===== config.mk =====
export PLATFORM = sky130hd
export DESIGN_NAME = minmax_slice_top
export DESIGN_NICKNAME = d
export VERILOG_FILES = /design/src/hw/minmax_slice_pkg.sv /design/src/hw/stage_if.sv /design/src/hw/minmax_slice_top.sv /design/src/hw/result_pack_stage.sv /design/src/hw/fp_minmax_lane.sv /design/src/hw/operand_stage.sv
export VERILOG_INCLUDE_DIRS = /design/src /design/src/hw
export SDC_FILE = /design/constraint.sdc
export NUM_CORES = 1
export LEC_CHECK = 0
export BUFFER_PORTS_ARGS = -buffer_cell sky130_fd_sc_hd__buf_4
export CORE_UTILIZATION = 57
export CTS_CLUSTER_DIAMETER = 120
export CTS_CLUSTER_SIZE = 25
export DETAILED_ROUTE_END_ITERATION = 16
export PLACE_DENSITY = 0.84
export SLEW_MARGIN = 20
export SYNTH_ARGS = -nofsm -noshare
export SYNTH_HDL_FRONTEND = slang
export SYNTH_SLANG_ARGS = --single-unit

===== constraint.sdc =====
create_clock -name clk_i -period 6.1 [get_ports clk_i]
set_input_delay 0.61 -clock clk_i [delete_from_list [all_inputs] [get_ports clk_i]]
set_output_delay 0.61 -clock clk_i [all_outputs]
set_load 0.01 [all_outputs]

===== src/hw/minmax_slice_config.svh =====
`ifndef MINMAX_SLICE_CONFIG_SVH
`define MINMAX_SLICE_CONFIG_SVH

// Operand and result word
`define SLICE_WIDTH 32

// Format field widths
`define FP32_WIDTH 32
`define FP16_WIDTH 16

// Canonical quiet NaNs
`define FP32_QNAN 32'h7fc0_0000
`define FP16_QNAN 16'h7e00

// SIMD lanes and the tag carried with each operation
`define NUM_LANES 2
`define TAG_WIDTH 4

`endif

===== src/hw/minmax_slice_pkg.sv =====
`include "minmax_slice_config.svh"

package minmax_slice_pkg;

  // ---------------------------------------------------------------------------
  // Operation encodings
  // ---------------------------------------------------------------------------

  // Operand format, FP32 uses lane 0 only
  typedef enum logic {
    FMT_FP32 = 1'b0,
    FMT_FP16 = 1'b1
  } fp_fmt_e;

  typedef enum logic {
    OP_MIN = 1'b0,
    OP_MAX = 1'b1
  } minmax_op_e;

  // ---------------------------------------------------------------------------
  // Operand word
  // ---------------------------------------------------------------------------

  // One 32-bit word seen as a single FP32 value or as two FP16 halves
  // Lane 1 sits in the upper half
  typedef union packed {
    logic [`FP32_WIDTH-1:0]                fp32;
    logic [`NUM_LANES-1:0][`FP16_WIDTH-1:0] fp16;
  } operand_word_u;

endpackage


===== src/hw/stage_if.sv =====
`include "minmax_slice_config.svh"

interface stage_if;

  // Handshake between the operand stage and the pack stage
  logic                          valid;
  logic                          ready;

  // Registered operation
  minmax_slice_pkg::operand_word_u operand_a;
  minmax_slice_pkg::operand_word_u operand_b;
  logic                          box_fail_a;
  logic                          box_fail_b;
  minmax_slice_pkg::minmax_op_e  op;
  minmax_slice_pkg::fp_fmt_e     fmt;
  logic                          vectorial;  // Already low for FP32
  logic [`NUM_LANES-1:0]         lane_mask;
  logic [`TAG_WIDTH-1:0]         tag;

  modport op_src (
    output valid, operand_a, operand_b, box_fail_a, box_fail_b,
    output op, fmt, vectorial, lane_mask, tag,
    input  ready
  );

  modport lane_view (
    input operand_a, operand_b, box_fail_a, box_fail_b, op, fmt
  );

  modport op_dst (
    input  valid, fmt, vectorial, lane_mask, tag,
    output ready
  );

endinterface


===== src/hw/minmax_slice_top.sv =====
`include "minmax_slice_config.svh"

module minmax_slice_top (
  input  logic                         clk_i,
  input  logic                         rst_n_i,
  // Operation in
  input  logic [`SLICE_WIDTH-1:0]      operand_a_i,
  input  logic [`SLICE_WIDTH-1:0]      operand_b_i,
  input  minmax_slice_pkg::minmax_op_e op_i,
  input  minmax_slice_pkg::fp_fmt_e    fmt_i,
  input  logic                         vectorial_i,
  input  logic [`NUM_LANES-1:0]        simd_mask_i,
  input  logic [`TAG_WIDTH-1:0]        tag_i,
  input  logic                         in_valid_i,
  output logic                         in_ready_o,
  input  logic                         flush_i,
  // Result out
  output logic [`SLICE_WIDTH-1:0]      result_o,
  output logic                         invalid_o,
  output logic [`TAG_WIDTH-1:0]        tag_o,
  output logic                         out_valid_o,
  input  logic                         out_ready_i,
  output logic                         busy_o
);

  logic [`SLICE_WIDTH-1:0] lane0_result;
  logic [`SLICE_WIDTH-1:0] lane1_result;
  logic                    lane0_invalid;
  logic                    lane1_invalid;

  stage_if stage_bus ();

  operand_stage operand_stage_inst (
    .clk_i       (clk_i),
    .rst_n_i     (rst_n_i),
    .flush_i     (flush_i),
    .operand_a_i (operand_a_i),
    .operand_b_i (operand_b_i),
    .op_i        (op_i),
    .fmt_i       (fmt_i),
    .vectorial_i (vectorial_i),
    .simd_mask_i (simd_mask_i),
    .tag_i       (tag_i),
    .in_valid_i  (in_valid_i),
    .in_ready_o  (in_ready_o),
    .stage_o     (stage_bus.op_src)
  );

  // Lane 0 covers FP32 and the low FP16 half
  fp_minmax_lane #(.lane_index(0)) lane0_inst (
    .stage_i   (stage_bus.lane_view),
    .result_o  (lane0_result),
    .invalid_o (lane0_invalid)
  );

  fp_minmax_lane #(.lane_index(1)) lane1_inst (
    .stage_i   (stage_bus.lane_view),
    .result_o  (lane1_result),
    .invalid_o (lane1_invalid)
  );

  result_pack_stage result_pack_stage_inst (
    .clk_i           (clk_i),
    .rst_n_i         (rst_n_i),
    .flush_i         (flush_i),
    .stage_i         (stage_bus.op_dst),
    .lane0_result_i  (lane0_result),
    .lane1_result_i  (lane1_result),
    .lane0_invalid_i (lane0_invalid),
    .lane1_invalid_i (lane1_invalid),
    .result_o        (result_o),
    .invalid_o       (invalid_o),
    .out_valid_o     (out_valid_o),
    .tag_o           (tag_o),
    .out_ready_i     (out_ready_i),
    .busy_o          (busy_o)
  );

endmodule


===== src/hw/result_pack_stage.sv =====
`include "minmax_slice_config.svh"

module result_pack_stage (
  input  logic                    clk_i,
  input  logic                    rst_n_i,
  input  logic                    flush_i,
  stage_if.op_dst                 stage_i,
  input  logic [`SLICE_WIDTH-1:0] lane0_result_i,
  input  logic [`SLICE_WIDTH-1:0] lane1_result_i,
  input  logic                    lane0_invalid_i,
  input  logic                    lane1_invalid_i,
  output logic [`SLICE_WIDTH-1:0] result_o,
  output logic                    invalid_o,
  output logic                    out_valid_o,
  output logic [`TAG_WIDTH-1:0]   tag_o,
  input  logic                    out_ready_i,
  output logic                    busy_o
);

  logic [`SLICE_WIDTH-1:0] packed_result;
  logic [`NUM_LANES-1:0]   lane_invalid;
  logic [`NUM_LANES-1:0]   lane_active;
  logic                    collapsed_invalid;
  logic                    capture;

  // ---------------------------------------------------------------------------
  // Result packing
  // ---------------------------------------------------------------------------

  always_comb begin
    if (stage_i.fmt == minmax_slice_pkg::FMT_FP32) begin
      packed_result = lane0_result_i;
    end else if (stage_i.vectorial) begin
      packed_result = {lane1_result_i[`FP16_WIDTH-1:0], lane0_result_i[`FP16_WIDTH-1:0]};
    end else begin
      // Scalar FP16 gets NaN-boxed
      packed_result = {{(`SLICE_WIDTH-`FP16_WIDTH){1'b1}}, lane0_result_i[`FP16_WIDTH-1:0]};
    end
  end

  // ---------------------------------------------------------------------------
  // Status collapse
  // ---------------------------------------------------------------------------

  assign lane_invalid = {lane1_invalid_i, lane0_invalid_i};

  // Lane 0 always runs, lane 1 only for vector operations
  assign lane_active = {stage_i.vectorial, 1'b1};

  assign collapsed_invalid = |(lane_invalid & lane_active & stage_i.lane_mask);

  // ---------------------------------------------------------------------------
  // Output register
  // ---------------------------------------------------------------------------

  assign stage_i.ready = ~out_valid_o | out_ready_i;
  assign capture       = stage_i.valid & stage_i.ready;

  always_ff @(posedge clk_i) begin
    if (!rst_n_i) begin
      out_valid_o <= 1'b0;
    end else if (flush_i) begin
      out_valid_o <= 1'b0;
    end else if (stage_i.ready) begin
      out_valid_o <= stage_i.valid;
    end
  end

  // Held stable until the consumer takes it
  always_ff @(posedge clk_i) begin
    if (capture) begin
      result_o  <= packed_result;
      invalid_o <= collapsed_invalid;
      tag_o     <= stage_i.tag;
    end
  end

  assign busy_o = out_valid_o | stage_i.valid;

endmodule


===== src/hw/fp_minmax_lane.sv =====
`include "minmax_slice_config.svh"

module fp_minmax_lane #(
  parameter int unsigned lane_index = 0
) (
  stage_if.lane_view              stage_i,
  output logic [`SLICE_WIDTH-1:0] result_o,
  output logic                    invalid_o
);

  localparam int unsigned fp32_man_bits = 23;
  localparam int unsigned fp16_man_bits = 10;
  localparam int unsigned pad_bits      = `FP32_WIDTH - `FP16_WIDTH;

  logic                   wide;
  logic [`FP32_WIDTH-1:0] val_a;
  logic [`FP32_WIDTH-1:0] val_b;
  logic                   nan_a;
  logic                   nan_b;
  logic                   sign_a;
  logic                   sign_b;
  logic [`FP32_WIDTH-2:0] mag_a;
  logic [`FP32_WIDTH-2:0] mag_b;
  logic                   a_below_b;
  logic [`FP32_WIDTH-1:0] canon_nan;

  // Lane operand right-aligned, bad boxing reads as the canonical NaN
  function automatic logic [`FP32_WIDTH-1:0] lane_operand(
    input minmax_slice_pkg::operand_word_u word,
    input logic                            box_fail,
    input logic                            fp32_view
  );
    logic [`FP16_WIDTH-1:0] half;
    half = box_fail ? `FP16_QNAN : word.fp16[lane_index];
    return fp32_view ? word.fp32 : {{pad_bits{1'b0}}, half};
  endfunction

  function automatic logic is_nan(input logic [`FP32_WIDTH-1:0] v, input logic fp32_view);
    if (fp32_view) begin
      return (&v[`FP32_WIDTH-2:fp32_man_bits]) && (|v[fp32_man_bits-1:0]);
    end
    return (&v[`FP16_WIDTH-2:fp16_man_bits]) && (|v[fp16_man_bits-1:0]);
  endfunction

  // Only lane 0 ever sees an FP32 operation
  assign wide  = (lane_index == 0) && (stage_i.fmt == minmax_slice_pkg::FMT_FP32);
  assign val_a = lane_operand(stage_i.operand_a, stage_i.box_fail_a, wide);
  assign val_b = lane_operand(stage_i.operand_b, stage_i.box_fail_b, wide);

  // Classification
  assign nan_a  = is_nan(val_a, wide);
  assign nan_b  = is_nan(val_b, wide);
  assign sign_a = wide ? val_a[`FP32_WIDTH-1] : val_a[`FP16_WIDTH-1];
  assign sign_b = wide ? val_b[`FP32_WIDTH-1] : val_b[`FP16_WIDTH-1];
  assign mag_a  = wide ? val_a[`FP32_WIDTH-2:0] : {{pad_bits{1'b0}}, val_a[`FP16_WIDTH-2:0]};
  assign mag_b  = wide ? val_b[`FP32_WIDTH-2:0] : {{pad_bits{1'b0}}, val_b[`FP16_WIDTH-2:0]};

  // Sign-magnitude order, -0 sorts below +0 through the sign test
  always_comb begin
    if (sign_a != sign_b) begin
      a_below_b = sign_a;
    end else if (sign_a) begin
      a_below_b = (mag_a > mag_b);
    end else begin
      a_below_b = (mag_a < mag_b);
    end
  end

  assign canon_nan = wide ? `FP32_QNAN : {{pad_bits{1'b0}}, `FP16_QNAN};

  always_comb begin
    if (nan_a && nan_b) begin
      result_o = canon_nan;
    end else if (nan_a) begin
      result_o = val_b;
    end else if (nan_b) begin
      result_o = val_a;
    end else if ((stage_i.op == minmax_slice_pkg::OP_MIN) == a_below_b) begin
      result_o = val_a;
    end else begin
      result_o = val_b;
    end
  end

  // Quiet bit is the top mantissa bit, clear means signaling
  assign invalid_o = (nan_a & ~(wide ? val_a[fp32_man_bits-1] : val_a[fp16_man_bits-1])) |
                     (nan_b & ~(wide ? val_b[fp32_man_bits-1] : val_b[fp16_man_bits-1]));

endmodule


===== src/hw/operand_stage.sv =====
`include "minmax_slice_config.svh"

module operand_stage (
  input  logic                         clk_i,
  input  logic                         rst_n_i,
  input  logic                         flush_i,
  input  logic [`SLICE_WIDTH-1:0]      operand_a_i,
  input  logic [`SLICE_WIDTH-1:0]      operand_b_i,
  input  minmax_slice_pkg::minmax_op_e op_i,
  input  minmax_slice_pkg::fp_fmt_e    fmt_i,
  input  logic                         vectorial_i,
  input  logic [`NUM_LANES-1:0]        simd_mask_i,
  input  logic [`TAG_WIDTH-1:0]        tag_i,
  input  logic                         in_valid_i,
  output logic                         in_ready_o,
  stage_if.op_src                      stage_o
);

  logic is_fp16;
  logic vectorial;
  logic scalar_fp16;
  logic box_fail_a;
  logic box_fail_b;
  logic accept;

  // ---------------------------------------------------------------------------
  // Input decode
  // ---------------------------------------------------------------------------

  assign is_fp16 = (fmt_i == minmax_slice_pkg::FMT_FP16);

  // FP32 fills the whole word, so it never runs vectorial
  assign vectorial   = vectorial_i & is_fp16;
  assign scalar_fp16 = is_fp16 & ~vectorial;

  // A scalar FP16 operand must have an all-ones upper half
  assign box_fail_a = scalar_fp16 & ~(&operand_a_i[`SLICE_WIDTH-1:`FP16_WIDTH]);
  assign box_fail_b = scalar_fp16 & ~(&operand_b_i[`SLICE_WIDTH-1:`FP16_WIDTH]);

  // ---------------------------------------------------------------------------
  // Stage register
  // ---------------------------------------------------------------------------

  // Free when empty or when the pack stage takes the current item
  assign in_ready_o = ~stage_o.valid | stage_o.ready;
  assign accept     = in_valid_i & in_ready_o;

  always_ff @(posedge clk_i) begin
    if (!rst_n_i) begin
      stage_o.valid <= 1'b0;
    end else if (flush_i) begin
      stage_o.valid <= 1'b0;
    end else if (in_ready_o) begin
      stage_o.valid <= in_valid_i;
    end
  end

  // Payload only loads on a transfer
  always_ff @(posedge clk_i) begin
    if (accept) begin
      stage_o.operand_a  <= operand_a_i;
      stage_o.operand_b  <= operand_b_i;
      stage_o.box_fail_a <= box_fail_a;
      stage_o.box_fail_b <= box_fail_b;
      stage_o.op         <= op_i;
      stage_o.fmt        <= fmt_i;
      stage_o.vectorial  <= vectorial;
      stage_o.lane_mask  <= simd_mask_i;
      stage_o.tag        <= tag_i;
    end
  end

endmodule


# == Word-level counts from Yosys, hierarchy flattened ==
# Cells that the tools add are included.
# totals
register_bits,114
latch_bits,0
mem_bits_rw,0
romBits,0
memories,0
# classes
n_addsub,0
mul,0
n_div,0
magnitude_cmp,4
eq_ne,4
n_shift,0
muxes,29
bitwise_logic,28
n_reduce_logical,24
# op_table
cell,count
2-to-1 mux 32 bit,8
2-to-1 mux 16 bit,8
2-to-1 mux 31 bit,3
OR reduction 23 bit,2
OR reduction 10 bit,4
AND reduction 16 bit,2
> comparator 31 bit,1
less-than comparator 31 bit,1
AND reduction 5 bit,4
AND reduction 8 bit,2
> comparator 15 bit,1
less-than comparator 15 bit,1
inverter 1 bit,11
bitwise AND 1 bit,10
2-to-1 mux 1 bit,10
logical AND 1 bit,8
bitwise OR 1 bit,5
bitwise AND 2 bit,2
OR reduction 2 bit,2
equality test 1 bit,2
!= test 1 bit,2

# == Longest topological paths before layout ==
# Gate-level depths: netlist of run 1.
# logic_depth
ltp_word,13
mapped_depth,17
depth_no_buf,13

# == Hierarchy ==
# From an unflattened synthesis of run 1, not the netlist that was laid out.
# hier_totals
hier_cells,632
hier_area_um2,6866.6
# by_module_without_submodules
module,n_inst,cells_each,area_each_um2,seq_area_each_um2
operand_stage,1,93,2384.8,2272.2
fp_minmax_lane at lane0_inst,1,316,2039.5,0.0
result_pack_stage,1,67,1361.3,1131.1
fp_minmax_lane at lane1_inst,1,156,1081.0,0.0

# == Worst setup path before layout of run 1 ==
# Ideal clock, no wire load.
# synth_path
path_type,reg2reg
from,register operand_stage_inst.stage_o.fmt
to,register result_pack_stage_inst.result_o[25] (data pin)
setup_ps,279
arrival_time_ps,3914
slack_ps,1908
path_stages_with_launch,17
n_path_buf,5
synth_period_minus_slack_ps,4192
path_cell_list,edfxtp_1 buf_4 clkbuf_1 clkbuf_1 clkbuf_1 nor2_1 ha_1 and4_1 nand4_1 a2111oi_2 o21ai_0 and4_1 or4_1 a31oi_1 and2b_2 buf_6 a222oi_1
# synth_via
elab_chain_len,11
# synth_rtl
element,line,rtl
from (decl),stage_if.sv:22,"output op, fmt, vectorial, lane_mask, tag,"
from (signal assigned),operand_stage.sv:66,stage_o.fmt <= fmt_i;
2-to-1 mux 32 bit,fp_minmax_lane.sv:35,"return fp32_view ? word.fp32 : {{pad_bits{1'b0}}, half};"
"2-to-1 mux 31 bit, on equally long branches","fp_minmax_lane.sv:55, fp_minmax_lane.sv:56",
less-than comparator 31 bit or > comparator 31 bit (tied branches),"fp_minmax_lane.sv:65, fp_minmax_lane.sv:63",
2-to-1 mux 1 bit,fp_minmax_lane.sv:62,end else if (sign_a) begin
2-to-1 mux 1 bit,fp_minmax_lane.sv:60,if (sign_a != sign_b) begin
equality test 1 bit,fp_minmax_lane.sv:78,end else if ((stage_i.op == minmax_slice_pkg::OP_MIN) == a_below_b) begin
2-to-1 mux 32 bit,fp_minmax_lane.sv:78,
2-to-1 mux 32 bit,fp_minmax_lane.sv:76,end else if (nan_b) begin
2-to-1 mux 32 bit,fp_minmax_lane.sv:74,end else if (nan_a) begin
2-to-1 mux 32 bit,fp_minmax_lane.sv:72,if (nan_a && nan_b) begin
2-to-1 mux 32 bit (*),result_pack_stage.sv:31,if (stage_i.fmt == minmax_slice_pkg::FMT_FP32) begin
net result_pack_stage_inst.packed_result[25],result_pack_stage.sv:20,logic [`SLICE_WIDTH-1:0] packed_result;
to (signal assigned),result_pack_stage.sv:72,result_o <= packed_result;
to (decl),result_pack_stage.sv:12,"output logic [`SLICE_WIDTH-1:0] result_o,"
# The timed path passes the listed nets; every way through them passes the cells marked *.
# A chain may end at the register's enable or synchronous reset.

# == Worst setup path in the final report of run 1 ==
# layout_path
from,register operand_stage_inst.stage_o.fmt
to,register result_pack_stage_inst.result_o[29] (data pin)
# The elaborated chain is that of the path after synthesis.

==> key figures, run 1 <==
Outcome
  • Status: complete, no violations

Logic synthesis
  • Post-synth cell types: 62
  • Synth Area in XOR/XNOR: 0%
  • Seq/Total Area, Yosys: 51.83%
  • Cell count after synthesis: 611
  • Commonest cells in the netlist: edfxtp_1, nor2_1, nand2_1
  • Mux cell area share after synthesis: 0%
  • Largest cells by area after synthesis: edfxtp_1, ha_1, nand2b_1
  • Compound-gate portion of the synthesized area: 14.88%
  • Synth Net Count: 733
  • Register bit total from synthesis: 114
  • Largest family of logic cells by synthesized area: simple AND/OR/NAND/NOR gates
  • Mapped cell area: 6566 um2
  • Mean post-synth cell area: 10.75 um2
  • Synth async-reset ratio: 0%
  • EDFF count, synth: 112
  • Post-synth top area share: 51.22%
  • Post-synthesis adder-cell area fraction: 8.556%
  • Yosys top cell by area: edfxtp_1
  • Ys flop type: edfxtp_1
  • Simple-Gate Fraction of Synth Area: 21.36%
  • Yosys Warn Count: 0
  • Most frequent cell after synthesis: edfxtp_1

Timing
  • Slew headroom: 37.82%
  • Final setup fails: 0
  • Slew Limit Fails: 0
  • Post-Route Skew: 8.280 ps
  • Minimum clock period: approximately 4900 ps
  • RSZ-0062 raised after global routing: false
  • Final worst-path cycle share: 80.29%
  • Hold Vio Cnt, Final: 0
  • Slew @ Worst Pin: 932.7 ps
  • Final setup TNS: 0 ps
  • F_max: 0.2042 GHz

Routing
  • DR vias/cell: 6.340
  • First-pass detailed-route iteration total: 9
  • Via count: 5598
  • DRC: 0
  • Post-DR wirelength/cell: 20.56 um
  • Initial drt markers: roughly 700
  • Antenna viol nets, final: 0
  • DRT Wirelength: 18.15 mm

Global route
  • Antenna violations before repair: 0
  • Vias in the first global route: 5345
  • First-pass GRT wire length: 27.46 mm
  • Largest net degree at the start of global routing: between 70 and 80
  • GRT overflow: 0
  • GRT Total Usage: 31.61%

Floorplan
  • Core area: 11030 um2
  • Die Width: around 110 um
  • I/O pin count: 118
  • Die Y: between 100 and 150 um
  • Row count: 38
  • Initial Utilization: 59.53%
  • Die area: 11950 um2

Cells and area
  • Fin util: approximately three quarters
  • Area Growth Syn to Fin: 25.17%
  • Fill count: between 700 and 800
  • Nets: 852
  • Share of cells above drive strength 1: 23.69%
  • Final non-filler cell total: 883
  • N_diodes: 0

Pwr
  • Max VDD drop: around 270 uV
  • Leakage power: roughly 3.3 nW
  • Pwr dens: 288.3 nW/um2

CTS
  • CTS Buf Count: 17
  • CTS resizes: 0
  • Root Buffer: clkbuf_16
  • CTS clk-pin slew, worst paths: 60 ps
  • H-tree levels: 4
  • CTS Hold Bufs: 0
  • CTS tree: done
  • TritonCTS Sinks: around 110
  • Longest Clk Path Bufs: 2
  • Postcts setup bufs: 0
  • Clk_lat worst skew: 420 ps

Critical path
  • CP Capture Type: register
  • Crit-path max cell delay: 780 ps
  • Max stage delay cell, worst path: edfxtp_1
  • CP max FO: 49
  • WP data required: 6220 ps
  • Reg2reg path depth: 13
  • Crit Reg-Reg Endpoint: result_pack_stage_inst.result_o[29]$_DFFE_PP_
  • Reg-to-reg startpoint: operand_stage_inst.stage_o.fmt$_DFFE_PP_
  • Reg2reg setup slack: 1200 ps
  • Setup CP Type: reg -> reg
  • Worst path cell trace: buf_4 -> nor2_1 -> ha_1 -> and4_1 -> nand4_1 -> a2111oi_2 -> o21ai_0 -> and4_1 -> or4_1 -> a31oi_2 -> buf_4 -> and2b_2 -> a222oi_1
  • CP Launch Type: register
  • Critical path data arrival time: 5020 ps

Hold path
  • Hold Crit Start: simd_mask_i[1]
  • Hold/Removal Path Class: in -> reg
  • Hold path depth: 1
  • Worst Hold Path EP: operand_stage_inst.stage_o.lane_mask[1]$_DFFE_PP_

Place
  • Input/output buffers: 117
  • Hpwl dp: roughly 13 mm
  • Inst Count DP: 850
  • Final GP Congestion: 0.9858

Flow run
  • Max Cap Viol: 0
## sequential cells by signal, indices dropped and copies added (netlist names)
register and count:
operand_stage_inst.stage_o.operand_b 32, result_pack_stage_inst.invalid_o 1, operand_stage_inst.stage_o.box_fail_a 1, operand_stage_inst.stage_o.box_fail_b 1, operand_stage_inst.stage_o.lane_mask 2, operand_stage_inst.stage_o.tag 4, operand_stage_inst.stage_o.valid 1, operand_stage_inst.stage_o.op 1
operand_stage_inst.stage_o.vectorial 1, operand_stage_inst.stage_o.fmt 1, result_pack_stage_inst.result_o 32, result_pack_stage_inst.out_valid_o 1, operand_stage_inst.stage_o.operand_a 32, result_pack_stage_inst.tag_o 4
## area by class of cell
cell class	count	area [um2]	share of cell area, %
Clock inverter	15	214.0	2.603
Tap cell	140	175.2	2.131
Multi-Input combinational cell	446	2957	35.97
Clock buffer	17	425.4	5.176
Inverter	27	101.3	1.233
Timing Repair Buffer	124	943.4	11.48
Sequential cell	114	3403	41.41
## where the power goes
group | internal (mW) | switching, mW | total [mW]
combinational | 0.151 | 0.193 | 0.344
sequential | 0.915 | 0.0395 | 0.954
clock | 0.720 | 0.351 | 1.07
## layout by cell type (no fill, tap or decap), types with 7 or more instances in the layout
| master | instances |
|---|---|
| nand2_1 | 48 |
| and2_1 | 17 |
| buf_4 | 123 |
| a21oi_1 | 36 |
| ha_1 | 44 |
| a222oi_1 | 7 |
| nor4_1 | 10 |
| a21o_1 | 9 |
| o21ai_0 | 19 |
| nor2_1 | 50 |
| nand4_1 | 17 |
| nand3_1 | 14 |
| and4_1 | 9 |
| nor3_1 | 23 |
| a221o_1 | 9 |
| edfxtp_1 | 112 |
| clkbuf_16 | 17 |
| nor2b_1 | 17 |
| inv_1 | 26 |
| or2_2 | 8 |
| nand2b_1 | 33 |
## worst max path at each step
| stage | from | to | slack, ps | cells after the start |
|---|---|---|---|---|
| global route | operand_stage_inst.stage_o.fmt$_DFFE_PP_ | result_pack_stage_inst.result_o[29]$_DFFE_PP_ | 870 | 13 |
| finish | operand_stage_inst.stage_o.fmt$_DFFE_PP_ | result_pack_stage_inst.result_o[29]$_DFFE_PP_ | 1200 | 13 |
| CTS | operand_stage_inst.stage_o.fmt$_DFFE_PP_ | result_pack_stage_inst.result_o[29]$_DFFE_PP_ | 1330 | 13 |
| detailed placement | operand_stage_inst.stage_o.fmt$_DFFE_PP_ | result_pack_stage_inst.result_o[29]$_DFFE_PP_ | 1340 | 13 |
| global placement | operand_stage_inst.stage_o.fmt$_DFFE_PP_ | result_pack_stage_inst.result_o[24]$_DFFE_PP_ | 1570 | 13 |
| floorplan | operand_stage_inst.stage_o.fmt$_DFFE_PP_ | result_pack_stage_inst.result_o[25]$_DFFE_PP_ | 1910 | 16 |
## cells by family (layout without fill, tap and decap cells)
| kind of cell | count (synthesis) | count (layout) |
|---|---|---|
| buffers and inverters | 51 | 183 |
| adders and majority gates | 45 | 45 |
| DFF | 114 | 114 |
| and+or+nand+nor | 265 | 265 |
| AOI/OAI and AO/OA | 136 | 136 |
## critical path: cells and delay by family (launching register included)
kind / cells / cell delay, ps
AOI/OAI and AO/OA: 4 / 950
adders and majority gates: 1 / 340
buffers and inverters: 2 / 810
DFF: 1 / 780
and+or+nand+nor: 6 / 1710
## layer usage
metal	GRT usage, %	wire length [um]	vias up
li1	-	-	2567
met1	43.13	7373	2602
met2	48.11	8444	375
met3	7.825	1850	54
met4	13.52	483	0
met5	0	0	-
## metrics by stage
stage | total power [mW] | setup WS (ps) | hold slack, ps | instance area (um2)
detailed placement | 1.300 | 1336 | 404.5 | 7560
CTS | 2.363 | 1331 | 359.7 | 8199
global placement | 1.283 | 1570 | 401.8 | 7560
finish | 2.370 | 1203 | 367.6 | 8219
floorplan | 1.167 | 1908 | 400.3 | 6566
global route | 2.441 | 874.3 | 356.5 | 8219
(Power assumes the default switching activity.)
==> inputs of run 2 (changes only) <==
==> constraint.sdc (replaced) <==
create_clock -name clk_i -period 5.01 [get_ports clk_i]
set_input_delay 0.501 -clock clk_i [delete_from_list [all_inputs] [get_ports clk_i]]
set_output_delay 0.501 -clock clk_i [all_outputs]
set_load 0.01 [all_outputs]
==> run 2 against run 1 <==
  * Clock skew barely moved
  * Routed wire length fell by 2.9%
  * Die area did not move
  * Critical path depth did not move
  * Count of clock-buffer cells in the layout did not move
  * Sequential cell count did not move
  * Final cell count rose by 0.23%
  * Worst setup slack got worse by 530 ps
  * Register-to-register slack got worse by 530 ps
  * Power rose by 20%
  * Maximum frequency rose by 13%
  * Sequential share of layout area barely moved
==> key figures, run 2 (same netlist as run 1, synthesis figures left out) <==
Critical path
  • CP Capture Type: register
  • Crit Reg-Reg Endpoint: result_pack_stage_inst.result_o[6]$_SDFFCE_PP0P_
  • Reg2reg path depth: 13 (unchanged)
  • Reg2reg setup slack: 670 ps (-530 ps)
  • Critical path data arrival time: 4470 ps (-550 ps)
  • Worst path cell trace: buf_4 -> nor2_1 -> ha_1 -> and4_1 -> nand4_1 -> a2111oi_2 -> o21ai_0 -> and4_1 -> or4_1 -> a31oi_2 -> buf_4 -> or2_2 -> a21oi_1
  • CP max FO: 30 (-39%)
  • CP bufs+invs: 2 (unchanged)
  • Crit-path max cell delay: 730 ps (-50 ps)
  • Reg-to-reg startpoint: operand_stage_inst.stage_o.fmt$_DFFE_PP_
  • CP delay by family, top: simple AND/OR/NAND/NOR gates
  • Setup CP Type: reg -> reg
  • CP Launch Type: register
  • Max stage delay cell, worst path: edfxtp_1
  • WP data required: 5140 ps (-1080 ps)

Timing
  • Final setup TNS: 0 ps (unchanged)
  • Slew Limit Fails: 0 (unchanged)
  • Final setup fails: 0 (unchanged)
  • Final worst-path cycle share: 86.67% (+6.4 points)
  • RSZ-0062 raised after global routing: false
  • Minimum clock period: 4342 ps (-555.3 ps)
  • Final Hold Slack: 257.4 ps (-110.2 ps)
  • F_max: 0.2303 GHz (+13%)
  • Post-Route Skew: 7.981 ps (-0.2983 ps)
  • Slew @ Worst Pin: 929.9 ps (-2.815 ps)
  • Slew headroom: 38.00% (+0.19 points)
  • Hold Vio Cnt, Final: 0 (unchanged)

CTS
  • Clk_lat worst skew: 420 ps (about the same)
  • Postcts setup bufs: 0 (unchanged)
  • Longest Clk Path Bufs: 2 (unchanged)
  • CTS resizes: 0 (unchanged)
  • CTS Buf Count: 17 (unchanged)
  • CTS tree: done
  • CTS Hold Bufs: 0 (unchanged)
  • TritonCTS Sinks: 114 (unchanged)
  • Root Buffer: clkbuf_16
  • CTS clk-pin slew, worst paths: 60 ps (about the same)
  • H-tree levels: 4 (unchanged)

Cells and area
  • Fill count: 801 (+2.8%)
  • Sequential Area: 3403 um2 (unchanged)
  • Leading cell type in the layout, fill and taps excluded: buf_4
  • Nets: 854 (+0.23%)
  • Final non-filler cell total: 885 (+0.23%)
  • Post-layout instance area: 8224 um2 (about the same)
  • Area Growth Syn to Fin: 25.25% (about the same)
  • Biggest regs: operand_stage_inst.stage_o.operand_a: 32 flops, operand_stage_inst.stage_o.operand_b: 32 flops, result_pack_stage_inst.result_o: 32 flops
  • Most frequent cells in the layout: buf_4, edfxtp_1, nor2_1, nand2_1, ha_1
  • N_diodes: 0 (unchanged)
  • Area of the multi-input gates: 2957 um2 (unchanged)
  • Share of cells above drive strength 1: 24.16% (+0.47 points)
  • Fin util: 74.56% (about the same)

Global route
  • GRT overflow: 0 (unchanged)
  • Antenna violations before repair: 0 (unchanged)
  • GRT Total Usage: 31.37% (-0.24 points)
  • Vias in the first global route: 5175 (-3.2%)
  • First-pass GRT wire length: 27.17 mm (-1.0%)
  • Largest net degree at the start of global routing: 76 (unchanged)

Hold path
  • Hold Crit Start: operand_a_i[6]
  • Worst Hold Path EP: operand_stage_inst.stage_o.operand_a[6]$_DFFE_PP_
  • Hold path depth: 1 (unchanged)
  • Hold/Removal Path Class: in -> reg

Routing
  • DR vias/cell: 6.315 (-0.39%)
  • Via count: 5589 (-0.16%)
  • DRC: 0 (unchanged)
  • Initial drt markers: 620 (-11%)
  • Antenna viol nets, final: 0 (unchanged)
  • Post-DR wirelength/cell: 19.91 um (-3.1%)
  • First-pass detailed-route iteration total: 7 (-2)
  • DRT Wirelength: 17.62 mm (-2.9%)

Flow run
  • Max Cap Viol: 0 (unchanged)

Floorplan
  • Die area: 11950 um2 (unchanged)
  • Core area: 11030 um2 (unchanged)
  • Row count: 38 (unchanged)
  • I/O pin count: 118 (unchanged)
  • Die Y: 109.3 um (unchanged)
  • Die Width: 109.3 um (unchanged)
  • Initial Utilization: 59.53% (unchanged)

Pwr
  • Leakage power: 3.317 nW (about the same)
  • Max VDD drop: 376.6 uV (+38%)
  • Pwr dens: 345.9 nW/um2 (+20%)

Outcome
  • Status: complete, no violations

Place
  • Inst Count DP: 852 (+0.24%)
  • Final GP Congestion: 0.9458 (-4.1%)
  • Input/output buffers: 117 (unchanged)
  • Hpwl dp: 13.18 mm (-1.2%)
  • Placed Area: 7575 um2 (+0.20%)
[run 2: final cells by class]
class	instances	area share, %
well taps	140	2.130
clock inverters	15	2.480
multi-input cells	446	35.95
repair buffers	126	11.65
inverters	27	1.232
clock buffers	17	5.173
flip-flops and latches	114	41.38
[run 2: worst reg2reg max path, stage by stage (launching register included)]
cell and delay, ps:
edfxtp_1 730, buf_4 380, nor2_1 100, ha_1 320, and4_1 240, nand4_1 210
a2111oi_2 440, o21ai_0 180, and4_1 240, or4_1 490, a31oi_2 210, buf_4 300
or2_2 170, a21oi_1 70
[run 2: layer usage]
metal	global-route usage [%]	vias to the layer above	routed length, um
li1	-	2576	-
met1	44.11	2664	7378
met2	47.57	321	8118
met3	6.224	28	1703
met4	13.05	0	422
met5	0	-	0
[run 2: metrics by stage]
| step | power [mW] | setup WS (ps) |
|---|---|---|
| 6_report | 2.845 | 667.8 |
| 5_1_grt | 2.940 | 362.0 |
| 4_1_cts | 2.846 | 758.9 |
| 3_5_place_dp | 1.580 | 778.0 |
| 3_3_place_gp | 1.565 | 886.2 |
| 2_1_floorplan | 1.421 | 817.7 |
[run 2: worst max path at each step]
stage	startpoint	endpoint	slack (ps)	cells after the start
2_1_floorplan	operand_stage_inst.stage_o.fmt$_DFFE_PP_	result_pack_stage_inst.result_o[25]$_DFFE_PP_	820	16
3_3_place_gp	operand_stage_inst.stage_o.fmt$_DFFE_PP_	result_pack_stage_inst.result_o[2]$_SDFFCE_PP0P_	890	13
3_5_place_dp	operand_stage_inst.stage_o.fmt$_DFFE_PP_	result_pack_stage_inst.result_o[15]$_SDFFCE_PP0P_	780	13
4_1_cts	operand_stage_inst.stage_o.fmt$_DFFE_PP_	result_pack_stage_inst.result_o[6]$_SDFFCE_PP0P_	760	13
5_1_grt	operand_stage_inst.stage_o.fmt$_DFFE_PP_	result_pack_stage_inst.result_o[15]$_SDFFCE_PP0P_	360	13
6_report	operand_stage_inst.stage_o.fmt$_DFFE_PP_	result_pack_stage_inst.result_o[6]$_SDFFCE_PP0P_	670	13
[run 2: power by group]
part           total, mW  internal (mW)  switching [mW]
clock               1.27          0.835           0.436
combinational      0.414          0.184           0.230
sequential          1.16           1.11          0.0469
==> inputs of run 3 (changes only) <==
--- a/config.mk
+++ b/config.mk
@@ -6,12 +6,12 @@
 export SDC_FILE = /design/constraint.sdc
 export NUM_CORES = 1
 export LEC_CHECK = 0
-export BUFFER_PORTS_ARGS = -buffer_cell sky130_fd_sc_hd__buf_4
-export CORE_UTILIZATION = 57
+export CORE_UTILIZATION = 60
 export CTS_CLUSTER_DIAMETER = 120
 export CTS_CLUSTER_SIZE = 25
 export DETAILED_ROUTE_END_ITERATION = 16
-export PLACE_DENSITY = 0.84
+export DONT_BUFFER_PORTS = 1
+export PLACE_DENSITY = 0.79
 export SLEW_MARGIN = 20
 export SYNTH_ARGS = -nofsm -noshare
 export SYNTH_HDL_FRONTEND = slang
==> run 3 against run 2 <==
  * Register-to-register slack worse by 97 ps
  * Utilization shrank 4.9 points
  * Global-route usage shrank 0.72 points
  * Clock power down 6%
==> key figures, run 3 (same netlist as run 1, synthesis figures left out) <==
CTS
  • Postcts setup bufs: 0 (unchanged)
  • CTS clk-pin slew, worst paths: 60 ps (about the same)
  • CTS Buf Count: 17 (unchanged)
  • Root Buffer: clkbuf_8
  • TritonCTS Sinks: 114 (unchanged)
  • CTS tree: done
  • CTS Hold Bufs: 0 (unchanged)
  • H-tree levels: 4 (unchanged)
  • Clk_lat worst skew: 520 ps (+100 ps)
  • Longest Clk Path Bufs: 2 (unchanged)
  • CTS resizes: 0 (unchanged)

Place
  • Final GP Congestion: 1.037 (+9.6%)
  • Hpwl dp: 12.45 mm (-5.6%)
  • Input/output buffers: 0 (-100%)
  • Setup slack after placement: 713.9 ps (-64.02 ps)

Hold path
  • Hold/Removal Path Class: in -> reg
  • Hold Crit Start: operand_b_i[29]

Floorplan
  • Die Width: 106.6 um (-2.5%)
  • Core area: 10460 um2 (-5.2%)
  • Initial Utilization: 62.76% (+3.2 points)
  • Die area: 11370 um2 (-4.9%)
  • I/O pin count: 118 (unchanged)
  • Row count: 37 (-2.6%)
  • Die Y: 106.6 um (-2.5%)

Routing
  • Antenna viol nets, final: 0 (unchanged)
  • DRC: 0 (unchanged)
  • Initial drt markers: 627 (+1.1%)
  • Post-DR wirelength/cell: 21.75 um (+9.2%)
  • First-pass detailed-route iteration total: 6 (-1)
  • DRT Wirelength: 16.57 mm (-6.0%)
  • DR vias/cell: 6.790 (+7.5%)
  • Via count: 5174 (-7.4%)

Global route
  • GR Util met2: 42.86% (-4.7 points)
  • Largest net degree at the start of global routing: 48 (-37%)
  • GRT overflow: 0 (unchanged)
  • M3 GR Usage: 10.76% (+4.5 points)
  • Vias in the first global route: 4886 (-5.6%)
  • GRT Total Usage: 30.65% (-0.72 points)
  • Antenna violations before repair: 0 (unchanged)
  • Grt peak-use layer: met1
  • First-pass GRT wire length: 25.93 mm (-4.6%)
  • Met1 usage: 43.52% (-0.58 points)

Critical path
  • Critical path data arrival time: 4680 ps (+210 ps)
  • Worst path cell trace: nand2_1 -> and2_1 -> ha_1 -> and4_1 -> and2_1 -> o311a_1 -> o21ai_0 -> a31oi_1 -> or4_1 -> a31oi_2 -> and2b_2 -> a222oi_1
  • WP data required: 5250 ps (+110 ps)
  • Max stage delay cell, worst path: edfxtp_1
  • Setup CP Type: reg -> reg
  • CP Launch Type: register
  • CP max FO: 19 (-37%)
  • Crit path from: operand_stage_inst.stage_o.box_fail_a$_DFFE_PP_
  • Crit-path max cell delay: 790 ps (+60 ps)
  • CP Capture Type: register
  • Reg-to-reg startpoint: operand_stage_inst.stage_o.box_fail_a$_DFFE_PP_
  • Most used cell, CP: and2_1

Cells and area
  • Leading cell type in the layout, fill and taps excluded: edfxtp_1
  • N_diodes: 0 (unchanged)
  • Share of cells above drive strength 1: 9.744% (-14 points)
  • Biggest regs: operand_stage_inst.stage_o.operand_a: 32 flops, operand_stage_inst.stage_o.operand_b: 32 flops, result_pack_stage_inst.result_o: 32 flops
  • Area Growth Syn to Fin: 11.03%
  • Fin util: 69.68% (-4.9 points)
  • Nets: 735 (-14%)
  • Most frequent cells in the layout: edfxtp_1, nor2_1, nand2_1, ha_1, a21oi_1
  • Fill count: 757 (-5.5%)

Pwr
  • Pwr dens: 369.0 nW/um2 (+6.7%)
  • Leakage power: 2.733 nW (-18%)
  • Max VDD drop: 403.7 uV (+7.2%)

Timing
  • Slew Limit Fails: 0 (unchanged)
  • Minimum clock period: 4439 ps (+96.65 ps)
  • Final Hold Slack: 71.55 ps (-185.8 ps)
  • Final setup TNS: 0 ps (unchanged)
  • Post-Route Skew: 7.993 ps (+0.01210 ps)
  • Slew @ Worst Pin: 1069 ps (+139.2 ps)
  • Worst setup margin: 571.2 ps (-96.65 ps)
  • Final worst-path cycle share: 88.60% (+1.9 points)
  • RSZ-0062 raised after global routing: false
  • F_max: 0.2253 GHz (-2.2%)
  • Final setup fails: 0 (unchanged)
  • Hold Vio Cnt, Final: 0 (unchanged)
  • Slew headroom: 28.72% (-9.3 points)

Outcome
  • Status: complete, no violations

Flow run
  • Max Cap Viol: 0 (unchanged)
==> run 3: where the power goes <==
group | total (mW) | internal (mW) | switching, mW
clock | 1.19 | 0.760 | 0.425
combinational | 0.336 | 0.133 | 0.204
sequential | 1.17 | 1.11 | 0.0549
total | 2.69 | 2.01 | 0.684
==> run 3: critical path: cells and delay by family, from the launching register on <==
family,cells,cell delay [ps]
fa+ha+maj,1,330
simple gates,6,2060
compound gates,5,960
flops,1,790
==> run 3: layout make-up <==
class | count | area [um2] | area share [%]
clock buffer | 17 | 414.1 | 5.680
clock inverter | 15 | 180.2 | 2.471
inverter | 27 | 101.3 | 1.390
multi-input combinational | 446 | 2957 | 40.55
sequential | 114 | 3403 | 46.68
tap | 136 | 170.2 | 2.334
timing repair buffer | 7 | 65.06 | 0.8924
==> run 3: path summary, 6_finish.rpt <==
| path | to | slack (ps) | cells past startpoint |
|---|---|---|---|
| worst max-delay path | result_pack_stage_inst.result_o[28]$_DFFE_PP_ | 570 | 12 |
| worst max register to register | result_pack_stage_inst.result_o[28]$_DFFE_PP_ | 570 | 12 |
| worst min-delay path | operand_stage_inst.stage_o.operand_b[29]$_DFFE_PP_ | 70 | 0 |
| worst min register to register | result_pack_stage_inst.tag_o[0]$_DFFE_PP_ | 420 | 0 |
==> run 3: per-stage QoR <==
stage | area, um2 | cells | power, mW
detailed placement | 6676 | 729 | 1.510
global placement | 6676 | 729 | 1.496
CTS | 7271 | 761 | 2.702
finish | 7291 | 762 | 2.691
floorplan | 6566 | 611 | 1.421
global route | 7291 | 762 | 2.786
==> run 3: layer usage <==
metal  vias to the layer above  share of wire, %
li1                       2338                 -
met1                      2432                42
met2                       373                43
met3                        31                13
met4                         0               2.3
met5                         -                 0
